===== config.mk =====
export PLATFORM = sky130hd
export DESIGN_NAME = checksum_calculator
export DESIGN_NICKNAME = d
export VERILOG_FILES = /design/src/design/chsum_result_pkg.sv /design/src/design/chsum_stream_pkg.sv /design/src/design/byte_position_counter.sv /design/src/design/checksum_calculator.sv /design/src/design/frame_control_fsm.sv /design/src/design/ones_complement_accumulator.sv /design/src/design/sync_fifo.sv
export VERILOG_INCLUDE_DIRS = /design/src /design/src/design
export SDC_FILE = /design/constraint.sdc
export NUM_CORES = 1
export LEC_CHECK = 0
export BUFFER_PORTS_ARGS = -buffer_cell sky130_fd_sc_hd__buf_4
export CAP_MARGIN = 0
export CORE_MARGIN = 3
export CORE_UTILIZATION = 50
export DETAILED_ROUTE_END_ITERATION = 12
export GPL_ROUTABILITY_DRIVEN = 0
export PLACE_DENSITY_LB_ADDON = 0.3
export SYNTH_ARGS = -nofsm -noshare
export SYNTH_HDL_FRONTEND = slang
export SYNTH_SLANG_ARGS = --single-unit

===== constraint.sdc =====
create_clock -name clk -period 21 [get_ports clk]
set_input_delay 2.1 -clock clk [delete_from_list [all_inputs] [get_ports clk]]
set_output_delay 2.1 -clock clk [all_outputs]
set_load 0.005 [all_outputs]

===== src/design/chsum_config.svh =====
// ~~~~~~~~~~~~~~~~~~~~
// Checksum calculator configuration.
// Word size, field widths and FIFO depths.
// ~~~~~~~~~~~~~~~~~~~~

`ifndef CHSUM_CONFIG_SVH
`define CHSUM_CONFIG_SVH

// Bytes per stream word and width of the end position.
`define CHSUM_WORD_BYTES 8
`define CHSUM_POS_W      3

// Per-packet header fields.
`define CHSUM_OFFSET_W   11
`define CHSUM_LENGTH_W   11
`define CHSUM_META_W     8

// FIFO depths.
`define CHSUM_IN_DEPTH   4
`define CHSUM_OUT_DEPTH  4

`endif


===== src/design/chsum_result_pkg.sv =====
// ~~~~~~~~~~~~~~~~~~~~
// Result record types.
// One record per packet on the output side.
// ~~~~~~~~~~~~~~~~~~~~

`include "chsum_config.svh"

package chsum_result_pkg;

    // Checksum is zero when bypass is set.
    typedef struct packed {
        logic [15:0]              checksum;
        logic                     bypass;
        logic [`CHSUM_META_W-1:0] meta;
    } chsum_result_t;

endpackage


===== src/design/chsum_stream_pkg.sv =====
// ~~~~~~~~~~~~~~~~~~~~
// Input stream types.
// Frame word and per-packet header.
// ~~~~~~~~~~~~~~~~~~~~

`include "chsum_config.svh"

package chsum_stream_pkg;

    // Metadata valid on the start-of-frame word.
    typedef struct packed {
        logic [`CHSUM_OFFSET_W-1:0] offset;
        logic [`CHSUM_LENGTH_W-1:0] length;
        logic                       chsum_en;
        logic [`CHSUM_META_W-1:0]   meta;
    } stream_header_t;

    // Byte 0 of the word sits in data[7:0].
    typedef struct packed {
        logic [`CHSUM_WORD_BYTES*8-1:0] data;
        logic                           sof;
        logic                           eof;
        logic [`CHSUM_POS_W-1:0]        eof_pos;
        stream_header_t                 header;
    } stream_word_t;

endpackage


===== src/design/byte_position_counter.sv =====
// ~~~~~~~~~~~~~~~~~~~~
// Byte position counter.
// Frame byte position of the word being taken.
// ~~~~~~~~~~~~~~~~~~~~

`timescale 1ns/1ns

`include "chsum_config.svh"

module byte_position_counter (
    input  logic                       clk,
    input  logic                       reset,
    input  logic                       word_take,
    input  logic                       header_load,
    output logic [`CHSUM_OFFSET_W-1:0] word_base
);

    localparam int W = `CHSUM_OFFSET_W;
    localparam logic [W-1:0] STEP = W'(`CHSUM_WORD_BYTES);

    logic [W-1:0] pos_q;

    // The first word of a frame always starts at byte 0.
    assign word_base = header_load ? '0 : pos_q;

    always_ff @(posedge clk) begin
        if (reset) begin
            pos_q <= '0;
        end else if (word_take) begin
            pos_q <= word_base + STEP;
        end
    end

    // Frames longer than the offset range are not supported.
    assert property (@(posedge clk) disable iff (reset)
        word_take |=> (pos_q > $past(word_base)))
        else $error("byte_position_counter: position wrapped inside a frame");

endmodule


===== src/design/checksum_calculator.sv =====
// ~~~~~~~~~~~~~~~~~~~~
// Packet checksum calculator.
// Takes framed words with per-packet ranges, returns one checksum per packet.
// ~~~~~~~~~~~~~~~~~~~~

`timescale 1ns/1ns

`include "chsum_config.svh"

module checksum_calculator (
    input  logic                           clk,
    input  logic                           reset,
    input  logic [`CHSUM_WORD_BYTES*8-1:0] rx_data,
    input  logic                           rx_sof,
    input  logic                           rx_eof,
    input  logic [`CHSUM_POS_W-1:0]        rx_eof_pos,
    input  logic [`CHSUM_OFFSET_W-1:0]     rx_offset,
    input  logic [`CHSUM_LENGTH_W-1:0]     rx_length,
    input  logic                           rx_chsum_en,
    input  logic [`CHSUM_META_W-1:0]       rx_meta,
    input  logic                           rx_src_rdy,
    output logic                           rx_dst_rdy,
    output logic [15:0]                    tx_checksum,
    output logic                           tx_bypass,
    output logic [`CHSUM_META_W-1:0]       tx_meta,
    output logic                           tx_src_rdy,
    input  logic                           tx_dst_rdy
);

    chsum_stream_pkg::stream_word_t  in_word;
    chsum_stream_pkg::stream_word_t  cur_word;
    chsum_result_pkg::chsum_result_t acc_result;
    chsum_result_pkg::chsum_result_t out_result;
    logic                            in_full;
    logic                            in_empty;
    logic                            out_empty;
    logic                            out_room;
    logic                            pop;
    logic                            word_take;
    logic                            header_load;
    logic                            frame_end;
    logic                            result_push;
    logic [`CHSUM_OFFSET_W-1:0]      word_base;

    assign in_word.data            = rx_data;
    assign in_word.sof             = rx_sof;
    assign in_word.eof             = rx_eof;
    assign in_word.eof_pos         = rx_eof_pos;
    assign in_word.header.offset   = rx_offset;
    assign in_word.header.length   = rx_length;
    assign in_word.header.chsum_en = rx_chsum_en;
    assign in_word.header.meta     = rx_meta;

    assign rx_dst_rdy  = ~in_full;
    assign tx_src_rdy  = ~out_empty;
    assign tx_checksum = out_result.checksum;
    assign tx_bypass   = out_result.bypass;
    assign tx_meta     = out_result.meta;

    sync_fifo #(
        .payload_t (chsum_stream_pkg::stream_word_t),
        .DEPTH     (`CHSUM_IN_DEPTH)
    ) in_fifo_i (
        .clk       (clk),
        .reset     (reset),
        .push      (rx_src_rdy && rx_dst_rdy),
        .push_data (in_word),
        .pop       (pop),
        .pop_data  (cur_word),
        .full      (in_full),
        .empty     (in_empty),
        .room_two  ()
    );

    frame_control_fsm fsm_i (
        .clk         (clk),
        .reset       (reset),
        .word_avail  (~in_empty),
        .out_room    (out_room),
        .word        (cur_word),
        .pop         (pop),
        .word_take   (word_take),
        .header_load (header_load),
        .frame_end   (frame_end)
    );

    byte_position_counter pos_i (
        .clk         (clk),
        .reset       (reset),
        .word_take   (word_take),
        .header_load (header_load),
        .word_base   (word_base)
    );

    ones_complement_accumulator acc_i (
        .clk         (clk),
        .reset       (reset),
        .word_take   (word_take),
        .header_load (header_load),
        .frame_end   (frame_end),
        .word        (cur_word),
        .word_base   (word_base),
        .result_push (result_push),
        .result      (acc_result)
    );

    sync_fifo #(
        .payload_t (chsum_result_pkg::chsum_result_t),
        .DEPTH     (`CHSUM_OUT_DEPTH)
    ) out_fifo_i (
        .clk       (clk),
        .reset     (reset),
        .push      (result_push),
        .push_data (acc_result),
        .pop       (tx_src_rdy && tx_dst_rdy),
        .pop_data  (out_result),
        .full      (),
        .empty     (out_empty),
        .room_two  (out_room)
    );

endmodule


===== src/design/frame_control_fsm.sv =====
// ~~~~~~~~~~~~~~~~~~~~
// Frame control FSM.
// Pops input words and strobes header capture and frame finish.
// ~~~~~~~~~~~~~~~~~~~~

`timescale 1ns/1ns

module frame_control_fsm (
    input  logic                           clk,
    input  logic                           reset,
    input  logic                           word_avail,
    input  logic                           out_room,
    input  chsum_stream_pkg::stream_word_t word,
    output logic                           pop,
    output logic                           word_take,
    output logic                           header_load,
    output logic                           frame_end
);

    typedef enum logic [1:0] {
        ST_IDLE,
        ST_FRAME,
        ST_DROP
    } state_t;

    state_t state_q;
    state_t state_d;

    // Only pop when both possible in-flight results still fit.
    assign pop = word_avail && out_room;

    always_comb begin
        state_d     = state_q;
        word_take   = 1'b0;
        header_load = 1'b0;
        frame_end   = 1'b0;
        if (pop) begin
            case (state_q)
                ST_IDLE: begin
                    if (word.sof) begin
                        word_take   = 1'b1;
                        header_load = 1'b1;
                        frame_end   = word.eof;
                        if (!word.eof) begin
                            state_d = ST_FRAME;
                        end
                    end else if (!word.eof) begin
                        state_d = ST_DROP;
                    end
                end
                ST_FRAME: begin
                    word_take = 1'b1;
                    frame_end = word.eof;
                    if (word.eof) begin
                        state_d = ST_IDLE;
                    end
                end
                ST_DROP: begin
                    // discard until the stray frame closes
                    if (word.eof) begin
                        state_d = ST_IDLE;
                    end
                end
                default: state_d = ST_IDLE;
            endcase
        end
    end

    always_ff @(posedge clk) begin
        if (reset) begin
            state_q <= ST_IDLE;
        end else begin
            state_q <= state_d;
        end
    end

    // A new frame must not start before the current one has ended.
    assert property (@(posedge clk) disable iff (reset)
        (pop && state_q == ST_FRAME) |-> !word.sof)
        else $error("frame_control_fsm: start of frame inside a frame");

endmodule


===== src/design/ones_complement_accumulator.sv =====
// ~~~~~~~~~~~~~~~~~~~~
// Ones' complement accumulator.
// Sums masked byte pairs per word, then folds and inverts per packet.
// ~~~~~~~~~~~~~~~~~~~~

`timescale 1ns/1ns

`include "chsum_config.svh"

module ones_complement_accumulator (
    input  logic                            clk,
    input  logic                            reset,
    input  logic                            word_take,
    input  logic                            header_load,
    input  logic                            frame_end,
    input  chsum_stream_pkg::stream_word_t  word,
    input  logic [`CHSUM_OFFSET_W-1:0]      word_base,
    output logic                            result_push,
    output chsum_result_pkg::chsum_result_t result
);

    localparam int BYTES = `CHSUM_WORD_BYTES;
    localparam int POS_W = `CHSUM_OFFSET_W + 1;

    chsum_stream_pkg::stream_header_t hdr_q;
    chsum_stream_pkg::stream_header_t cur_hdr;
    logic [POS_W-1:0]                 range_lo;
    logic [POS_W-1:0]                 range_hi;
    logic [31:0]                      word_sum;
    logic [31:0]                      sum_q;
    logic                             last_q;
    logic                             fin_en_q;
    logic [`CHSUM_META_W-1:0]         fin_meta_q;
    logic [16:0]                      fold1;
    logic [15:0]                      fold2;

    // Header of the sof word is used directly, later words use the latch.
    assign cur_hdr  = header_load ? word.header : hdr_q;
    assign range_lo = {1'b0, cur_hdr.offset};
    assign range_hi = {1'b0, cur_hdr.offset} + {1'b0, cur_hdr.length};

    always_comb begin : mask_sum
        logic [POS_W-1:0] pos;
        logic [15:0]      lane_val;
        word_sum = '0;
        for (int i = 0; i < BYTES; i++) begin
            pos      = {1'b0, word_base} + POS_W'(i);
            lane_val = '0;
            if (pos >= range_lo && pos < range_hi &&
                (!word.eof || i <= int'(word.eof_pos))) begin
                // Even distance from the offset is the high byte of a pair.
                if (pos[0] == cur_hdr.offset[0]) begin
                    lane_val = {word.data[8*i +: 8], 8'h00};
                end else begin
                    lane_val = {8'h00, word.data[8*i +: 8]};
                end
            end
            word_sum = word_sum + 32'(lane_val);
        end
    end

    always_ff @(posedge clk) begin
        if (header_load) begin
            hdr_q <= word.header;
        end
        if (word_take) begin
            sum_q <= (header_load ? '0 : sum_q) + word_sum;
            if (frame_end) begin
                fin_en_q   <= cur_hdr.chsum_en;
                fin_meta_q <= cur_hdr.meta;
            end
        end
    end

    // Two folds are enough for a 32-bit sum.
    assign fold1 = {1'b0, sum_q[15:0]} + {1'b0, sum_q[31:16]};
    assign fold2 = fold1[15:0] + 16'(fold1[16]);

    always_ff @(posedge clk) begin
        if (last_q) begin
            result.checksum <= fin_en_q ? ~fold2 : '0;
            result.bypass   <= ~fin_en_q;
            result.meta     <= fin_meta_q;
        end
    end

    always_ff @(posedge clk) begin
        if (reset) begin
            last_q      <= 1'b0;
            result_push <= 1'b0;
        end else begin
            last_q      <= word_take && frame_end;
            result_push <= last_q;
        end
    end

    // The checked range has to end inside the packet.
    assert property (@(posedge clk) disable iff (reset)
        (word_take && frame_end) |->
            (range_hi <= {1'b0, word_base} + POS_W'(word.eof_pos) + POS_W'(1)))
        else $error("ones_complement_accumulator: range runs past the packet end");

endmodule


===== src/design/sync_fifo.sv =====
// ~~~~~~~~~~~~~~~~~~~~
// Synchronous FIFO.
// Circular buffer with a typed payload and first-word fall-through read.
// ~~~~~~~~~~~~~~~~~~~~

`timescale 1ns/1ns

module sync_fifo #(
    parameter type payload_t = logic [7:0],
    parameter int  DEPTH     = 4
) (
    input  logic     clk,
    input  logic     reset,
    input  logic     push,
    input  payload_t push_data,
    input  logic     pop,
    output payload_t pop_data,
    output logic     full,
    output logic     empty,
    output logic     room_two
);

    localparam int PTR_W = (DEPTH > 1) ? $clog2(DEPTH) : 1;
    localparam int CNT_W = $clog2(DEPTH + 1);

    payload_t           mem [DEPTH];
    logic [PTR_W-1:0]   wr_ptr_q;
    logic [PTR_W-1:0]   rd_ptr_q;
    logic [CNT_W-1:0]   count_q;

    assign pop_data = mem[rd_ptr_q];
    assign full     = (count_q == CNT_W'(DEPTH));
    assign empty    = (count_q == '0);
    // A push in progress counts as taken already.
    assign room_two = ({1'b0, count_q} + (CNT_W + 1)'(push)) <= (CNT_W + 1)'(DEPTH - 2);

    always_ff @(posedge clk) begin
        if (push) begin
            mem[wr_ptr_q] <= push_data;
        end
    end

    always_ff @(posedge clk) begin
        if (reset) begin
            wr_ptr_q <= '0;
            rd_ptr_q <= '0;
            count_q  <= '0;
        end else begin
            if (push) begin
                wr_ptr_q <= (wr_ptr_q == PTR_W'(DEPTH - 1)) ? '0 : wr_ptr_q + 1'b1;
            end
            if (pop) begin
                rd_ptr_q <= (rd_ptr_q == PTR_W'(DEPTH - 1)) ? '0 : rd_ptr_q + 1'b1;
            end
            if (push && !pop) begin
                count_q <= count_q + 1'b1;
            end else if (pop && !push) begin
                count_q <= count_q - 1'b1;
            end
        end
    end

    assert property (@(posedge clk) disable iff (reset) push |-> !full)
        else $error("sync_fifo: push while full");
    assert property (@(posedge clk) disable iff (reset) pop |-> !empty)
        else $error("sync_fifo: pop while empty");

endmodule


==> reports/qor.yml, run 1 <==
status: "finished clean"
rsz0062_at_grt: "no"
vias: 22200
hold_start: "acc_i.fin_meta_q[4]$_DFFE_PP_"
fin_cells: 3657
grt_overflow: 0
cts-resized-gates: 0
synthesis.area_sq_um: 34500
slew_violations: 0
cts_tree: "done"
postRouteAntennaNets: 0
synth-seq-cells: 630
clkTransAtPathRegs_ps: 60
htreeDepth: 3
vdd_drop_max_uv: 164
grt_pass1_wl_mm: 131
hpwl_mm: 60.9
core_sq_um: 67800
hold_class: "register to register"
dieArea_sq_um: 72200
maxCapViolCount: 0
reg2reg_to: "acc_i.sum_q[26]$_DFFE_PP_"
worst_path_most_repeated_cell: "a21oi_1"
start_util: 0.509
yosysSeqAreaShare: 0.530
port_buffers: 130
cp_slowest_stage_delay_ps: 1000
rows: 95
max_slew_margin: 0.163
remaining_drc_errors: 0
fin_util: 0.570
fin_crit_sh: 0.665
drive_above_1_share: 0.149
root_buffer: "clkbuf_16"
ctsHoldBuffers: 0
routed_wl_mm: 84.9
critPathLaunchType: "register"
synth_edf_count: 566
finalHoldViolCount: 0
cts-buffers-inserted: 67
cts_setup_buffers: 0
fillCellCount: 5315
ios: 131
ff2ff_path_depth: 48
drt-vias-per-instance: 6.08
setup_viol: 0
tns_ps: 0
synth_cells: 2603
wl_per_cell_um: 23.2
fmax_mhz: 71.6
crit_arrival_ps: 14310
final_cell_mix: "566 x edfxtp_1, 240 x ha_1, 217 x nand2_1"
ys.flop_type: "edfxtp_1"
critPathSlowestCell: "a21oi_1"
antenna_found_initial: 1
grt_max_degree: 73
rrSetupSlack_ps: 7020
worstSetupPathType: "register to register"
powerDensity_nw_per_um2: 161
hold_depth: 0
cts_buffer_depth: 3
diodes: 0
postSynth.asyncResetShare: 0
finalCriticalPeriod_ps: 13980
layout.cells.most_common: "edfxtp_1"
dieWidth_um: 269
cp_max_fo: 72
leakagePower_nw: 14.4
grt_pass1_vias: 22500
final_net_count: 3177
synth_area_per_cell_sq_um: 13.3
ys_types: 83
clk_latency_ps: 620
cp-end-kind: "register"
p_total_mw: 6.24
syn2layout_area_growth_pct: 11.9
die_h_um: 269
hold_end: "acc_i.result[4]$_DFFE_PP_"
drt_iter0_drc: 2188
syn_nets: 3046
gr-usage-all-layers: 0.238
firstDrtPassIters: 9
final.setup_skew_ps: 24.7
rr_startpoint: "acc_i.result_push$_SDFF_PP0_"
synth.yosys.warnings: 0
cts.sinks: 630
dpl.cell_count: 3537
required_ps: 21330
tightest_slew_ps: 1260
## where the power goes
part / switching, mW / internal (mW) / leakage, nW
logic: 2.08 / 1.25 / 7.66
registers: 0.128 / 1.62 / 5.71
clock network: 0.489 / 0.677 / 1.06
total: 2.69 / 3.54 / 14.4
## logic make-up (layout without fill, tap and decap cells)
group | count (synthesis) | after routing | share of synthesized area
mux | 142 | 142 | 0.0865
flops | 630 | 630 | 0.530
xor+xnor | 129 | 129 | 0.0330
fa+ha+maj | 342 | 342 | 0.145
simple gates | 670 | 670 | 0.0931
buf+inv | 244 | 425 | 0.0276
compound gates | 446 | 446 | 0.0850
## worst max-delay path, delay by kind of cell (launching register included)
family / cells / cell delay (ps)
buffers and inverters: 5 / 680
xor gates and xnor gates: 3 / 1130
adders and majority gates: 11 / 3920
DFF: 1 / 400
AOI/OAI and AO/OA: 23 / 6730
and+or+nand+nor: 6 / 810
## Yosys cell counts, types with 27 or more instances
library cell	count	area, sq um
and2_1	52	325
a21o_1	51	383
ha_1	240	3000
nand2_1	217	815
o21ai_1	47	235
fa_1	99	1980
or3_1	30	188
clkbuf_1	67	251
xnor2_1	89	780
xor2_1	39	342
mux4_2	125	2820
inv_1	138	518
nor2_1	125	469
edfxtp_1	566	17000
o21ai_0	55	275
a31oi_1	27	169
nand3_1	82	410
a21oi_1	112	561
nor3_1	45	225
dfxtp_1	64	1280
## cell type report
| type | count | area [sq um] | share of cell area |
|---|---|---|---|
| inverters | 142 | 533 | 0.0138 |
| well taps | 873 | 1090 | 0.0283 |
| clock buffers | 84 | 1800 | 0.0467 |
| multi-input cells | 1729 | 15300 | 0.396 |
| clock inverters | 35 | 368 | 0.00952 |
| flip-flops and latches | 630 | 18300 | 0.473 |
| repair buffers | 164 | 1240 | 0.0320 |
## metal layers
| layer | up-vias | GRT usage | wire length, um |
|---|---|---|---|
| met1 | 11000 | 0.325 | 35300 |
| met4 | 0 | 0.0943 | 3430 |
| met2 | 912 | 0.382 | 39900 |
| li1 | 10100 | - | - |
| met3 | 224 | 0.0454 | 6280 |
| met5 | - | 0 | 0 |
## registers in the layout, indices dropped and copies added, names as in the netlist, 3 cells and up, named ones only
signal and cells:
out_fifo_i.count_q 3, acc_i.sum_q 32, pos_i.pos_q 11, acc_i.hdr_q 31
in_fifo_i.count_q 3, acc_i.fin_meta_q 8, out_fifo_i.mem 100, acc_i.result 25
in_fifo_i.mem 400
## through the flow
step | area [sq um] | hold WS [ps] | worst slack [ps]
2_1_floorplan | 34500 | 400 | 9340
3_3_place_gp | 36500 | 405 | 7740
3_5_place_dp | 36500 | 407 | 7350
4_1_cts | 38600 | 427 | 7240
5_1_grt | 38600 | 434 | 6100
6_report | 38600 | 422 | 7020
## worst max path at each step
stage,from,endpoint,slack [ps],cells past startpoint
finish,acc_i.result_push$_SDFF_PP0_,acc_i.sum_q[26]$_DFFE_PP_,7020,48
global route,register,acc_i.sum_q[24]$_DFFE_PP_,6100,49
CTS,acc_i.result_push$_SDFF_PP0_,acc_i.sum_q[28]$_DFFE_PP_,7240,48
detailed placement,acc_i.result_push$_SDFF_PP0_,acc_i.sum_q[28]$_DFFE_PP_,7350,48
global placement,register,acc_i.sum_q[30]$_DFFE_PP_,7740,47
floorplan,register,acc_i.sum_q[31]$_DFFE_PP_,9340,49
Power figures use the tool's default switching activity.
==> run 2: changes to the inputs <==
--- a/config.mk
+++ b/config.mk
@@ -6,6 +6,7 @@
 export SDC_FILE = /design/constraint.sdc
 export NUM_CORES = 1
 export LEC_CHECK = 0
+export ABC_AREA = 1
 export BUFFER_PORTS_ARGS = -buffer_cell sky130_fd_sc_hd__buf_4
 export CAP_MARGIN = 0
 export CORE_MARGIN = 3
==> constraint.sdc (replaced) <==
create_clock -name clk -period 13.9 [get_ports clk]
set_input_delay 1.39 -clock clk [delete_from_list [all_inputs] [get_ports clk]]
set_output_delay 1.39 -clock clk [all_outputs]
set_load 0.005 [all_outputs]
==> run 2 against run 1 <==
  * Via count up 13%
  * Worst setup slack lost 5900 ps
  * Combinational power up 62%
  * Cell count grew 24%
  * Clock power grew 48%
  * First-iteration DRC count up 0.27%
  * Final area increased by 2.2%
  * Total power rose by 56%
  * Sequential cell count unchanged
  * Die area is 2.8% higher
  * Critical path type unchanged
  * Highest routed layer is now met5
==> reports/qor.yml, run 2 <==
slew_violations: 0
ios: 131
grt_pass1_wl_mm: 135
drive_above_1_share: 0.111
core_sq_um: 70100
fin_crit_sh: 0.918
tightest_slew_ps: 1120
start_util: 0.506
die_h_um: 272
gr-usage-all-layers: 0.233
final_cell_area_sq_um: 39500
ctsHoldBuffers: 0
setup_viol: 0
remaining_drc_errors: 0
root_buffer: "clkbuf_16"
holdWs_ps: 416
synth_edf_count: 566
finalCriticalPeriod_ps: 12750
grt_pass1_vias: 23600
fin_util: 0.563
rrSetupSlack_ps: 1150
cp_slowest_stage_delay_ps: 670
clkTransAtPathRegs_ps: 60
place_ws_ps: 1100
rows: 97
synth.cells.most_frequent: "566 x edfxtp_1, 519 x nand2_1, 451 x nor2_1"
drt_iter0_drc: 2194
postSynth.asyncResetShare: 0
ys_types: 67
fin_cells: 4545
routed_wl_mm: 86.9
final.setup_skew_ps: 23.4
worst_path_most_repeated_cell: "nand2_1"
post-synth-top-count-cell: "edfxtp_1"
dieWidth_um: 272
critPathLaunchType: "register"
clk_latency_ps: 620
ys.flop_type: "edfxtp_1"
status: "finished clean"
final_cell_mix: "566 x edfxtp_1, 519 x nand2_1, 447 x nor2_1"
antenna_found_initial: 2
htreeDepth: 3
cts_buffer_depth: 3
cts-buffers-inserted: 69
worstSetupPathType: "register to register"
rsz0062_at_grt: "no"
cts_tree: "done"
synth.area.top_cells: "edfxtp_1 48%, ha_1 8.5%, fa_1 5.6%, nand2_1 5.5%, nor2_1 4.8%"
synth_area_per_cell_sq_um: 10.3
largest_reg_flops: 400
cts.sinks: 630
cts_setup_buffers: 0
vdd_drop_max_uv: 162
syn2layout_area_growth_pct: 11.2
fmax_mhz: 78.4
synth-seq-cells: 630
vias: 25000
dpl.cell_count: 4417
cp-end-kind: "register"
hold_class: "register to register"
port_buffers: 130
synth_cells: 3441
synth.yosys.warnings: 0
leakagePower_nw: 15.9
layout.cells.most_common: "edfxtp_1"
endpoint: "acc_i.sum_q[31]$_DFFE_PP_"
firstDrtPassIters: 5
reg2reg_to: "acc_i.sum_q[31]$_DFFE_PP_"
regMostFlops: "in_fifo_i.mem"
dpl-instance-area_sq_um: 37300
max_slew_margin: 0.255
yosysSeqAreaShare: 0.515
critPathSlowestCell: "nor3_1"
finalHoldViolCount: 0
postRouteAntennaNets: 0
drt-vias-per-instance: 5.51
wl_per_cell_um: 19.1
yosys.area.top_type_share: 0.479
ff2ff_path_depth: 64
synthesis.area_sq_um: 35500
final_net_count: 3991
hpwl_mm: 60.5
grt_max_degree: 86
grt_overflow: 0
crit_arrival_ps: 13120
powerDensity_nw_per_um2: 246
required_ps: 14260
syn_nets: 3884
dieArea_sq_um: 74200
maxCapViolCount: 0
p_total_mw: 9.72
tns_ps: 0
top_regs: "in_fifo_i.mem (400), out_fifo_i.mem (100), acc_i.sum_q (32)"
yosysTopAreaCell: "edfxtp_1"
fin_ws_ps: 1150
cp_max_fo: 67
cts-resized-gates: 0
==> run 2: cell type report <==
type | count | area [sq um]
Sequential cell | 630 | 18300
Inverter | 342 | 1300
Timing Repair Buffer | 163 | 1220
Multi-Input combinational cell | 2342 | 15300
Antenna cell | 1 | 2.50
Clock buffer | 85 | 1800
Clock inverter | 42 | 372
Tap cell | 940 | 1180
Fill cell | 6009 | 30700
==> run 2: layer usage <==
metal | vias up | track usage | part of all wire | routed length [um]
met4 | 2 | 0.0726 | 0.027 | 2370
met3 | 151 | 0.0440 | 0.078 | 6740
met5 | - | 0 | 0.00015 | 13
met1 | 12000 | 0.331 | 0.44 | 38600
li1 | 12000 | - | - | -
met2 | 881 | 0.364 | 0.45 | 39100
==> run 2: worst max-delay path: cells and delay by family, from the launching register on <==
| kind | cells | cell delay [ps] |
|---|---|---|
| xor gates and xnor gates | 3 | 560 |
| and+or+nand+nor | 31 | 4000 |
| buffers and inverters | 8 | 1440 |
| adders and majority gates | 9 | 3590 |
| AOI/OAI and AO/OA | 13 | 2360 |
| DFF | 1 | 490 |
==> run 2: how the worst min path moves through the flow <==
| stage | startpoint | to | slack [ps] | cells past startpoint |
|---|---|---|---|---|
| 6_report | acc_i.fin_meta_q[1]$_DFFE_PP_ | acc_i.result[1]$_DFFE_PP_ | 420 | 0 |
| 5_1_grt | acc_i.fin_meta_q[5]$_DFFE_PP_ | acc_i.result[5]$_DFFE_PP_ | 420 | 0 |
| 4_1_cts | acc_i.fin_meta_q[1]$_DFFE_PP_ | acc_i.result[1]$_DFFE_PP_ | 420 | 0 |
| 3_5_place_dp | acc_i.fin_meta_q[1]$_DFFE_PP_ | acc_i.result[1]$_DFFE_PP_ | 400 | 0 |
| 3_3_place_gp | acc_i.fin_meta_q[5]$_DFFE_PP_ | acc_i.result[5]$_DFFE_PP_ | 400 | 0 |
| 2_1_floorplan | acc_i.fin_meta_q[0]$_DFFE_PP_ | acc_i.result[0]$_DFFE_PP_ | 400 | 0 |
==> run 2: cells by family (layout without fill, tap and decap cells) <==
| family | Yosys count | after routing | share of synthesized area |
|---|---|---|---|
| compound gates | 581 | 581 | 0.0953 |
| xor+xnor | 113 | 113 | 0.0283 |
| fa+ha+maj | 339 | 339 | 0.140 |
| buf+inv | 469 | 632 | 0.0541 |
| flops | 630 | 630 | 0.515 |
| other cells | 0 | 1 | 0 |
| simple gates | 1309 | 1309 | 0.167 |
==> run 2: report_power, final <==
part           switching, mW  leakage [nW]  internal (mW)  total (mW)
combinational           3.62          9.16           1.78        5.39
sequential             0.148          5.71           2.45        2.60
clock                  0.740          1.06          0.990        1.73
